--- src/hdl/prf_pkg.sv ---
/*
 * sizes, index types and request structs for the banked register file
 * imported by every design module and by the testbench
 */

package prf_pkg;

    // --------------------
    // sizes
    localparam int PR_COUNT        = 64;
    localparam int BANK_COUNT      = 4;
    localparam int LOG_PR_COUNT    = 6;
    localparam int LOG_BANK_COUNT  = 2;
    localparam int UPPER_PR_W      = LOG_PR_COUNT - LOG_BANK_COUNT;
    localparam int LOG_ROB_ENTRIES = 6;
    localparam int READ_PORTS      = 2;

    // --------------------
    // index and value types

    // low LOG_BANK_COUNT bits pick the bank
    typedef logic [LOG_PR_COUNT-1:0]    pr_t;
    typedef logic [UPPER_PR_W-1:0]      upper_pr_t;
    typedef logic [31:0]                word_t;
    typedef logic [LOG_ROB_ENTRIES-1:0] rob_idx_t;

    // --------------------
    // request and bus structs
    typedef struct packed {
        pr_t pr;
    } rd_req_t;

    typedef struct packed {
        pr_t      pr;
        word_t    data;
        rob_idx_t rob_index;
    } wb_req_t;

    typedef struct packed {
        logic      valid;
        upper_pr_t upper_pr;
    } wb_bus_t;

    typedef struct packed {
        logic     valid;
        rob_idx_t rob_index;
    } complete_bus_t;

endpackage

--- src/hdl/prf_bank_arbiter.sv ---
/*
 * per-bank rotating arbiter with one held request per requester
 * used for both the read ports and the writeback port of the register file
 */

`timescale 1ns/1ps

module prf_bank_arbiter #(
    parameter int  NUM_REQ    = 4,
    parameter int  NUM_GRANTS = 2,
    parameter type payload_t  = prf_pkg::rd_req_t
) (
    input  logic                                                CLK,
    input  logic                                                nRST,

    // requesters
    input  logic     [NUM_REQ-1:0]                              req_valid,
    input  payload_t [NUM_REQ-1:0]                              req,
    output logic     [NUM_REQ-1:0]                              ready,
    output logic     [NUM_REQ-1:0]                              ack,
    output logic     [NUM_REQ-1:0]                              ack_port,

    // grants by bank
    output logic     [prf_pkg::BANK_COUNT-1:0][NUM_GRANTS-1:0]  grant_valid,
    output payload_t [prf_pkg::BANK_COUNT-1:0][NUM_GRANTS-1:0]  grant_payload
);

    import prf_pkg::*;

    // --------------------
    // signals

    // one held request per requester
    logic     [NUM_REQ-1:0]                         held_valid;
    payload_t [NUM_REQ-1:0]                         held_req;

    // held request wins over a new one
    logic     [NUM_REQ-1:0]                         cand_valid;
    payload_t [NUM_REQ-1:0]                         cand_req;
    logic     [BANK_COUNT-1:0][NUM_REQ-1:0]         cand_by_bank;

    // bits above the previous winner of each bank
    logic     [BANK_COUNT-1:0][NUM_REQ-1:0]         last_mask;
    logic     [BANK_COUNT-1:0][NUM_REQ-1:0]         next_last_mask;

    logic     [BANK_COUNT-1:0][NUM_GRANTS-1:0]      next_grant_valid;
    payload_t [BANK_COUNT-1:0][NUM_GRANTS-1:0]      next_grant_payload;
    logic     [NUM_REQ-1:0]                         next_ack;
    logic     [NUM_REQ-1:0]                         next_ack_port;

    // isolate the lowest set bit
    function automatic logic [NUM_REQ-1:0] lowest_one(input logic [NUM_REQ-1:0] vec);
        return vec & (~vec + NUM_REQ'(1));
    endfunction

    // --------------------
    // merge and steer to banks
    always_comb begin
        cand_by_bank = '0;
        for (int r = 0; r < NUM_REQ; r++) begin
            cand_valid[r] = held_valid[r] | req_valid[r];
            cand_req[r]   = held_valid[r] ? held_req[r] : req[r];
            cand_by_bank[cand_req[r].pr[LOG_BANK_COUNT-1:0]][r] = cand_valid[r];
        end
    end

    // --------------------
    // grant selection
    always_comb begin
        logic [NUM_REQ-1:0] avail;
        logic [NUM_REQ-1:0] masked;
        logic [NUM_REQ-1:0] pick;
        logic [NUM_REQ-1:0] granted;
        logic               seen;

        next_ack           = '0;
        next_ack_port      = '0;
        next_grant_valid   = '0;
        next_grant_payload = '0;
        next_last_mask     = last_mask;

        for (int b = 0; b < BANK_COUNT; b++) begin
            avail   = cand_by_bank[b];
            granted = '0;

            // grant g goes to port g, earlier winners drop out
            for (int g = 0; g < NUM_GRANTS; g++) begin
                masked = avail & last_mask[b];
                pick   = (|masked) ? lowest_one(masked) : lowest_one(avail);
                avail   = avail & ~pick;
                granted = granted | pick;
                next_grant_valid[b][g] = |pick;
                for (int r = 0; r < NUM_REQ; r++) begin
                    if (pick[r]) begin
                        next_grant_payload[b][g] = cand_req[r];
                        next_ack_port[r]         = (g != 0);
                    end
                end
            end

            next_ack = next_ack | granted;

            // mask moves past the highest granted index
            seen = 1'b0;
            if (|granted) begin
                for (int r = NUM_REQ - 1; r >= 0; r--) begin
                    seen = seen | granted[r];
                    next_last_mask[b][r] = ~seen;
                end
            end
        end
    end

    // --------------------
    // registers
    always_ff @(posedge CLK or negedge nRST) begin
        if (!nRST) begin
            held_valid    <= '0;
            last_mask     <= '0;
            ack           <= '0;
            ack_port      <= '0;
            grant_valid   <= '0;
            grant_payload <= '0;
        end else begin
            held_valid    <= cand_valid & ~next_ack;
            last_mask     <= next_last_mask;
            ack           <= next_ack;
            ack_port      <= next_ack_port;
            grant_valid   <= next_grant_valid;
            grant_payload <= next_grant_payload;
        end
    end

    // payload of a losing request, read only while held_valid is set
    always_ff @(posedge CLK) begin
        held_req <= cand_req;
    end

    assign ready = ~held_valid;

    // every grant belongs to its own requester
    a_grant_per_ack : assert property (@(posedge CLK) disable iff (!nRST)
        $countones(ack) == $countones(grant_valid));

    // an ack needs a request from the cycle before
    for (genvar r = 0; r < NUM_REQ; r++) begin : g_ack_chk
        a_ack_has_req : assert property (@(posedge CLK) disable iff (!nRST)
            ack[r] |-> $past(held_valid[r] | req_valid[r]));
    end

endmodule

--- src/hdl/prf_bank_ram.sv ---
/*
 * storage for one bank of the register file
 * two asynchronous read ports, one write port taken on the rising edge
 */

`timescale 1ns/1ps

module prf_bank_ram (
    input  logic                                                CLK,
    input  logic                                                nRST,

    // read ports
    input  prf_pkg::upper_pr_t [prf_pkg::READ_PORTS-1:0]        rd_index,
    output prf_pkg::word_t     [prf_pkg::READ_PORTS-1:0]        rd_data,

    // write port
    input  logic                                                wr_en,
    input  prf_pkg::upper_pr_t                                  wr_index,
    input  prf_pkg::word_t                                      wr_data
);

    import prf_pkg::*;

    localparam int DEPTH = PR_COUNT / BANK_COUNT;

    word_t mem [DEPTH];

    // write at the end of the cycle, so a read in the same cycle sees the old word
    always_ff @(posedge CLK or negedge nRST) begin
        if (!nRST) begin
            for (int i = 0; i < DEPTH; i++) begin
                mem[i] <= '0;
            end
        end else if (wr_en) begin
            mem[wr_index] <= wr_data;
        end
    end

    // --------------------
    // asynchronous reads
    always_comb begin
        for (int p = 0; p < READ_PORTS; p++) begin
            rd_data[p] = mem[rd_index[p]];
        end
    end

endmodule

--- src/hdl/prf_wb_stage.sv ---
/*
 * result stage for writeback grants
 * drives the array write, the writeback and complete buses and forward data
 */

`timescale 1ns/1ps

module prf_wb_stage (
    input  logic                                                CLK,
    input  logic                                                nRST,

    // registered writeback grants by bank
    input  logic               [prf_pkg::BANK_COUNT-1:0]        grant_valid,
    input  prf_pkg::wb_req_t   [prf_pkg::BANK_COUNT-1:0]        grant,

    // array write by bank
    output logic               [prf_pkg::BANK_COUNT-1:0]        wr_en,
    output prf_pkg::upper_pr_t [prf_pkg::BANK_COUNT-1:0]        wr_index,
    output prf_pkg::word_t     [prf_pkg::BANK_COUNT-1:0]        wr_data,

    // result buses by bank
    output prf_pkg::wb_bus_t       [prf_pkg::BANK_COUNT-1:0]    wb_bus,
    output prf_pkg::complete_bus_t [prf_pkg::BANK_COUNT-1:0]    complete_bus,
    output prf_pkg::word_t         [prf_pkg::BANK_COUNT-1:0]    forward_data
);

    import prf_pkg::*;

    // only bank 0 can hold register 0
    logic [BANK_COUNT-1:0] is_zero_reg;

    always_comb begin
        for (int b = 0; b < BANK_COUNT; b++) begin
            is_zero_reg[b] = (grant[b].pr == '0);

            // register 0 stays zero and is never advertised
            wr_en[b]    = grant_valid[b] & ~is_zero_reg[b];
            wr_index[b] = grant[b].pr[LOG_PR_COUNT-1:LOG_BANK_COUNT];
            wr_data[b]  = grant[b].data;

            wb_bus[b].valid    = wr_en[b];
            wb_bus[b].upper_pr = wr_index[b];

            // completion goes out for every writeback
            complete_bus[b].valid     = grant_valid[b];
            complete_bus[b].rob_index = grant[b].rob_index;
        end
    end

    // --------------------
    // forward data, one cycle after the write
    always_ff @(posedge CLK or negedge nRST) begin
        if (!nRST) begin
            forward_data <= '0;
        end else begin
            for (int b = 0; b < BANK_COUNT; b++) begin
                if (grant_valid[b]) begin
                    forward_data[b] <= grant[b].data;
                end
            end
        end
    end

    a_no_zero_write : assert property (@(posedge CLK) disable iff (!nRST)
        !(wr_en[0] && wr_index[0] == '0));

endmodule

--- src/hdl/prf_top.sv ---
/*
 * banked physical register file, 64 registers in 4 banks
 * read and writeback arbiters feed the bank arrays and the result stage
 */

`timescale 1ns/1ps

module prf_top #(
    parameter int RR_COUNT = 4,
    parameter int WR_COUNT = 3
) (
    input  logic                                                        CLK,
    input  logic                                                        nRST,

    // read requesters
    input  logic               [RR_COUNT-1:0]                           rd_req_valid,
    input  prf_pkg::rd_req_t   [RR_COUNT-1:0]                           rd_req,
    output logic               [RR_COUNT-1:0]                           rd_ready,
    output logic               [RR_COUNT-1:0]                           rd_ack,
    output logic               [RR_COUNT-1:0]                           rd_ack_port,

    // read data by bank and port
    output prf_pkg::word_t [prf_pkg::BANK_COUNT-1:0][prf_pkg::READ_PORTS-1:0] read_data,

    // writeback requesters
    input  logic               [WR_COUNT-1:0]                           wb_valid,
    input  prf_pkg::wb_req_t   [WR_COUNT-1:0]                           wb_req,
    output logic               [WR_COUNT-1:0]                           wb_ready,

    // result buses by bank
    output prf_pkg::wb_bus_t       [prf_pkg::BANK_COUNT-1:0]            wb_bus,
    output prf_pkg::complete_bus_t [prf_pkg::BANK_COUNT-1:0]            complete_bus,
    output prf_pkg::word_t         [prf_pkg::BANK_COUNT-1:0]            forward_data
);

    import prf_pkg::*;

    // --------------------
    // internal wires

    // read grants, port index matches grant index
    rd_req_t   [BANK_COUNT-1:0][READ_PORTS-1:0]     rd_grant;

    // one writeback grant per bank
    logic      [BANK_COUNT-1:0]                     wb_grant_valid;
    wb_req_t   [BANK_COUNT-1:0]                     wb_grant;

    // array write by bank
    logic      [BANK_COUNT-1:0]                     wr_en;
    upper_pr_t [BANK_COUNT-1:0]                     wr_index;
    word_t     [BANK_COUNT-1:0]                     wr_data;

    // --------------------
    // arbiters
    prf_bank_arbiter #(
        .NUM_REQ    (RR_COUNT),
        .NUM_GRANTS (READ_PORTS),
        .payload_t  (rd_req_t)
    ) u_rd_arb (
        .CLK            (CLK),
        .nRST           (nRST),
        .req_valid      (rd_req_valid),
        .req            (rd_req),
        .ready          (rd_ready),
        .ack            (rd_ack),
        .ack_port       (rd_ack_port),
        .grant_valid    (),
        .grant_payload  (rd_grant)
    );

    // writebacks see their ack through wb_ready
    prf_bank_arbiter #(
        .NUM_REQ    (WR_COUNT),
        .NUM_GRANTS (1),
        .payload_t  (wb_req_t)
    ) u_wb_arb (
        .CLK            (CLK),
        .nRST           (nRST),
        .req_valid      (wb_valid),
        .req            (wb_req),
        .ready          (wb_ready),
        .ack            (),
        .ack_port       (),
        .grant_valid    (wb_grant_valid),
        .grant_payload  (wb_grant)
    );

    // --------------------
    // result stage
    prf_wb_stage u_wb_stage (
        .CLK            (CLK),
        .nRST           (nRST),
        .grant_valid    (wb_grant_valid),
        .grant          (wb_grant),
        .wr_en          (wr_en),
        .wr_index       (wr_index),
        .wr_data        (wr_data),
        .wb_bus         (wb_bus),
        .complete_bus   (complete_bus),
        .forward_data   (forward_data)
    );

    // --------------------
    // bank arrays
    for (genvar b = 0; b < BANK_COUNT; b++) begin : g_bank
        upper_pr_t [READ_PORTS-1:0] rd_index;

        // drop the bank bits from the granted register
        for (genvar p = 0; p < READ_PORTS; p++) begin : g_port
            assign rd_index[p] = rd_grant[b][p].pr[LOG_PR_COUNT-1:LOG_BANK_COUNT];
        end

        prf_bank_ram u_bank_ram (
            .CLK        (CLK),
            .nRST       (nRST),
            .rd_index   (rd_index),
            .rd_data    (read_data[b]),
            .wr_en      (wr_en[b]),
            .wr_index   (wr_index[b]),
            .wr_data    (wr_data[b])
        );
    end

endmodule

--- config.mk ---
export PLATFORM = sky130hd
export DESIGN_NAME = prf_top
export DESIGN_NICKNAME = d
export VERILOG_FILES = /design/src/hdl/prf_pkg.sv /design/src/hdl/prf_bank_arbiter.sv /design/src/hdl/prf_bank_ram.sv /design/src/hdl/prf_wb_stage.sv /design/src/hdl/prf_top.sv
export SDC_FILE = /design/constraint.sdc
export NUM_CORES = 2
export LEC_CHECK = 0
export BUFFER_PORTS_ARGS = -buffer_cell sky130_fd_sc_hd__buf_4
export CAP_MARGIN = 15
export CORE_MARGIN = 8
export CORE_UTILIZATION = 42
export CTS_CLUSTER_SIZE = 14
export DETAILED_ROUTE_END_ITERATION = 8
export PLACE_DENSITY = 0.69
export SLEW_MARGIN = 20
export SYNTH_ARGS = -nofsm -noshare
export SYNTH_HDL_FRONTEND = slang
export SYNTH_SLANG_ARGS = --single-unit
--- constraint.sdc ---
create_clock -name CLK -period 6.45 [get_ports CLK]
set_input_delay 0 -clock CLK [delete_from_list [all_inputs] [get_ports CLK]]
set_output_delay 0 -clock CLK [all_outputs]
set_load 0.02 [all_outputs]
==> impl_results.html <==
<table>
<tr><th>Metric</th><th>Value</th></tr>
<tr><th colspan="2">Finish</th></tr>
<tr><td>Layout Nets</td><td>8565</td></tr>
<tr><td>Fraction of layout instances using a drive strength above 1</td><td>0.577</td></tr>
<tr><td>Post-Layout Inst Area</td><td>0.149 mm²</td></tr>
<tr><td>Final Core Density</td><td>0.490</td></tr>
<tr><td>Top library cells by usage in the layout, fill and taps aside</td><td>sky130_fd_sc_hd__dfrtp_1 (2392), sky130_fd_sc_hd__mux2_2 (2318), sky130_fd_sc_hd__mux4_2 (1280), sky130_fd_sc_hd__buf_4 (724), sky130_fd_sc_hd__clkbuf_16 (301)</td></tr>
<tr><td>Synthesis-to-layout area growth</td><td>16.3%</td></tr>
<tr><td>Most common cell after layout, fill and taps aside</td><td>sky130_fd_sc_hd__dfrtp_1</td></tr>
<tr><td>Count of filler cells inserted in the layout</td><td>25313</td></tr>
<tr><th colspan="2">Worst setup path</th></tr>
<tr><td>Number of gates on the worst path with buffers counted</td><td>8</td></tr>
<tr><td>Crit path max-delay family</td><td>simple AND/OR/NAND/NOR gates</td></tr>
<tr><td>Critical path capture point type</td><td>flop</td></tr>
<tr><td>Peak per-stage delay on the critical path</td><td>0.97 ns</td></tr>
<tr><td>Signal arrival time at the worst endpoint</td><td>5.08 ns</td></tr>
<tr><td>Launch instance of the worst register-to-register path</td><td>u_wb_arb.held_valid[0]</td></tr>
<tr><td>Required time of the critical path</td><td>7.25 ns</td></tr>
<tr><td>Chain of cells forming the critical path</td><td>mux2i_4, inv_2, nor3_4, nor2_1, o2111a_2, buf_12, a221o_1, dlygate4sd3_1</td></tr>
<tr><td>Slowest stage cell, crit path</td><td>sky130_fd_sc_hd__dfrtp_4</td></tr>
<tr><td>Largest fanout on the critical path</td><td>46</td></tr>
<tr><td>Type of the worst setup path</td><td>reg -&gt; reg</td></tr>
<tr><td>Startpoint type of the worst setup path</td><td>flop</td></tr>
<tr><td>R2r endpoint</td><td>u_wb_arb.grant_payload[114]</td></tr>
<tr><td>Worst Reg2Reg Path Length in Cells</td><td>8</td></tr>
<tr><td>Setup slack, reg-to-reg</td><td>2.17 ns</td></tr>
<tr><td>Buf+Inv Stages, Crit Path</td><td>3</td></tr>
<tr><th colspan="2">Clocking</th></tr>
<tr><td>Number of H-tree levels</td><td>5</td></tr>
<tr><td>Buffers inserted during post-CTS setup optimization</td><td>0</td></tr>
<tr><td>Clock tree from TritonCTS</td><td>done</td></tr>
<tr><td>Gates resized, CTS repair</td><td>0</td></tr>
<tr><td>Clock tree sinks</td><td>2587</td></tr>
<tr><td>Clock Path Buffers</td><td>4</td></tr>
<tr><td>Cts bufs inserted</td><td>296</td></tr>
<tr><td>Clock Latency Late Sink</td><td>0.91 ns</td></tr>
<tr><td>Clock transition at path regs</td><td>0.06 ns</td></tr>
<tr><td>Clock root buffer</td><td>sky130_fd_sc_hd__clkbuf_16</td></tr>
<tr><th colspan="2">Synth</th></tr>
<tr><td>Share of synthesized registers carrying an async set or reset</td><td>0.940</td></tr>
<tr><td>Post-synth design cell area</td><td>0.128 mm²</td></tr>
<tr><td>Fraction of the yosys area taken by sequential cells</td><td>0.498</td></tr>
<tr><td>Post-Synthesis Mean Instance Area</td><td>16.2 µm²</td></tr>
<tr><td>Number of warnings reported in the yosys synthesis log</td><td>0</td></tr>
<tr><td>Number of standard cells after synthesis</td><td>7919</td></tr>
<tr><td>Flops &amp; latches, synth</td><td>2587</td></tr>
<tr><td>Number of synthesized flops with an enable pin</td><td>0</td></tr>
<tr><td>Unique cell type count in the Yosys netlist</td><td>91</td></tr>
<tr><td>Synth Flop Type</td><td>sky130_fd_sc_hd__dfrtp_1</td></tr>
<tr><th colspan="2">Floorplan</th></tr>
<tr><td>Floorplan row count</td><td>203</td></tr>
<tr><td>Area of the die</td><td>0.323 mm²</td></tr>
<tr><td>I/O pins</td><td>612</td></tr>
<tr><td>Die width</td><td>569 µm</td></tr>
<tr><td>Height of the die</td><td>569 µm</td></tr>
<tr><td>Core outline area</td><td>0.305 mm²</td></tr>
<tr><td>Initial Utilization</td><td>0.421</td></tr>
<tr><th colspan="2">Drt</th></tr>
<tr><td>Detailed Route Iter0 Violations</td><td>8873</td></tr>
<tr><td>Number of detailed-route iterations in the first pass</td><td>9</td></tr>
<tr><td>Vias/cell</td><td>6.38</td></tr>
<tr><td>Final ANT Viol Nets</td><td>0</td></tr>
<tr><td>Remaining DRCs</td><td>18</td></tr>
<tr><td>Total wire length</td><td>430000 µm</td></tr>
<tr><td>Routed length per instance</td><td>33.8 µm</td></tr>
<tr><td>Via count</td><td>81053</td></tr>
<tr><th colspan="2">GRT</th></tr>
<tr><td>Grt met2 use</td><td>0.403</td></tr>
<tr><td>Largest net degree at the start of global routing</td><td>190</td></tr>
<tr><td>Most used routing layer in global routing</td><td>met2</td></tr>
<tr><td>Global-route wire length before repair</td><td>623000 µm</td></tr>
<tr><td>GR met3 Demand/Resource</td><td>0.0592</td></tr>
<tr><td>Aggregate global routing overflow</td><td>0</td></tr>
<tr><td>Vias in the first global route</td><td>85565</td></tr>
<tr><td>Met1 usage</td><td>0.334</td></tr>
<tr><td>Global Route Usage Sum</td><td>0.261</td></tr>
<tr><td>Antenna violations before repair</td><td>101</td></tr>
<tr><th colspan="2">Run status</th></tr>
<tr><td>Outcome</td><td>finished, violations left</td></tr>
<tr><td>Violations in the final reports</td><td>DRC</td></tr>
<tr><th colspan="2">Pwr</th></tr>
<tr><td>Peak supply drop</td><td>364 µV</td></tr>
<tr><td>Power Density</td><td>488 mW/mm²</td></tr>
<tr><td>Leak pwr</td><td>66.0 nW</td></tr>
<tr><td>Post-layout power</td><td>0.0729 W</td></tr>
<tr><th colspan="2">Placement</th></tr>
<tr><td>Routability-driven placement congestion ratio</td><td>0.865</td></tr>
<tr><td>Post-Place Setup Slack</td><td>2.41 ns</td></tr>
<tr><td>Hpwl dp</td><td>270000 µm</td></tr>
<tr><td>Count of input and output buffers</td><td>611</td></tr>
<tr><td>Instance area after placement</td><td>0.137 mm²</td></tr>
<tr><th colspan="2">Timing</th></tr>
<tr><td>Relative slew slack</td><td>0.222</td></tr>
<tr><td>Final-report max-slew violation count</td><td>0</td></tr>
<tr><td>Post-route clock period utilization</td><td>0.664</td></tr>
<tr><td>Unrepaired setup endpoints after global routing</td><td>false</td></tr>
<tr><td>Setup violators final</td><td>0</td></tr>
<tr><td>Worst Setup Slack, final</td><td>2.17 ns</td></tr>
<tr><td>Fin crit period</td><td>4.28 ns</td></tr>
<tr><td>Worst-case clock skew</td><td>0.0628 ns</td></tr>
<tr><td>Max Clock Freq</td><td>234 MHz</td></tr>
<tr><td>Final count of hold timing violations</td><td>0</td></tr>
<tr><td>Sum of negative setup slack</td><td>0 ns</td></tr>
<tr><td>Slew at the pin closest to its max-slew limit</td><td>1.17 ns</td></tr>
<tr><th colspan="2">Job</th></tr>
<tr><td>Max Cap Viol</td><td>0</td></tr>
<tr><th colspan="2">Hold path</th></tr>
<tr><td>Hold Path Class</td><td>in -&gt; async</td></tr>
</table>
-- worst min-delay path: cells and delay by family --
kind / cells / cell delay (ns)
buffers and inverters: 3 / 1.38
-- metrics by stage --
step / std cells / hold WS [ns]
after detailed placement: 11909 / 0.0496
after CTS: 12623 / 0.00514
after global placement: 11899 / 0.0416
after global routing: 12686 / 0.00648
after floorplan: 7922 / -0.296
final: 12713 / 0.0126
-- where the power goes --
group / internal (W) / switching, W / leakage, nW
Combinational: 0.0144 / 0.0141 / 27.0
Clock: 0.0104 / 0.00714 / 4.94
Sequential: 0.0210 / 0.00590 / 34.1
Total: 0.0457 / 0.0272 / 66.0
-- cells in the mapped netlist, drive strengths merged, types with 5 or more instances --
cell type,number,area [µm²]
dfrtp,2431,60800
mux2,2318,26100
mux4,1280,28800
clkbuf,518,1940
buf,252,1160
inv,158,593
dfxtp,156,3120
a222oi,128,1280
nor2,119,447
nand2,70,265
and3,51,319
a221o,47,470
a22oi,28,210
o21ai,26,145
nor3,25,141
nand3,24,120
or2,21,131
a21oi,20,100
o221ai,19,166
mux2i,18,205
or3,18,113
nand3b,12,90.1
a31oi,11,68.8
nand2b,11,68.8
o211ai,11,82.6
xnor2,8,70.1
a211oi,7,62.6
and2,7,43.8
nand4,7,43.8
nor2b,7,43.8
a21o,6,45.0
o21a,6,45.0
a32oi,5,62.6
and3b,5,43.8
maj3,5,50.1
o31a,5,43.8
-- sequential cells by signal, summed over array words and instances, names as in the netlist --
register / count
u_rd_arb.held_valid: 4
u_rd_arb.ack: 4
u_rd_arb.last_mask: 16
u_wb_arb.held_valid: 3
u_wb_arb.last_mask: 12
u_wb_arb.grant_valid: 4
u_wb_stage.forward_data: 128
u_wb_arb.grant_payload: 176
u_rd_arb.grant_payload: 32
u_rd_arb.held_req: 24
u_wb_arb.held_req: 132
g_bank.u_bank_ram.mem: 2048
u_rd_arb.ack_port: 4
-- kinds of logic (layout without fill, tap and decap cells) --
kind of cell / Yosys count / after routing / share of synthesized area
AOI/OAI and AO/OA: 358 / 358 / 0.0246
xor gates and xnor gates: 12 / 12 / 0.000819
adders and majority gates: 5 / 5 / 0.000390
buffers and inverters: 928 / 1637 / 0.0288
DFF: 2587 / 2587 / 0.498
muxes: 3616 / 3616 / 0.430
other: 1 / 89 / 0.0000292
and+or+nand+nor: 412 / 412 / 0.0172
-- how the worst max path moves through the flow --
stage	start	endpoint	slack [ns]
after global placement	u_wb_arb.held_valid[0]	u_wb_arb.held_valid[2]	2.49
after CTS	u_wb_arb.held_valid[0]	u_wb_arb.grant_payload[114]	2.04
final	u_wb_arb.held_valid[0]	u_wb_arb.grant_payload[114]	2.17
after floorplan	u_rd_arb.held_valid[2]	u_rd_arb.ack_port[1]	4.09
after detailed placement	u_wb_arb.held_valid[0]	u_wb_arb.held_valid[2]	2.41
after global routing	u_wb_arb.held_valid[0]	u_wb_arb.grant_payload[114]	1.99
-- routing by layer --
metal / vias to the layer above / routed length (µm)
met3: 1179 / 34200
li1: 31991 / -
met5: - / 95
met4: 14 / 32700
met2: 3872 / 199000
met1: 43997 / 164000
-- layout make-up --
| type | instances | area (µm²) | area share |
|---|---|---|---|
| Timing Repair Buffer | 950 | 8200 | 0.0549 |
| Clock buffer | 436 | 8710 | 0.0583 |
| Tap cell | 3997 | 5000 | 0.0335 |
| Inverter | 158 | 593 | 0.00397 |
| Antenna cell | 85 | 213 | 0.00142 |
| Sequential cell | 2587 | 64100 | 0.429 |
| Multi-Input combinational cell | 4407 | 61100 | 0.409 |
| Clock inverter | 93 | 1400 | 0.00935 |
-- timing repair --
action / 4_1_cts / 5_1_grt
endpoints found under the hold margin: 1039 / 0
hold buffers: 185 / 0
setup endpoints to repair: 0 / 0
No activity file was read; power rests on OpenSTA's default activity.
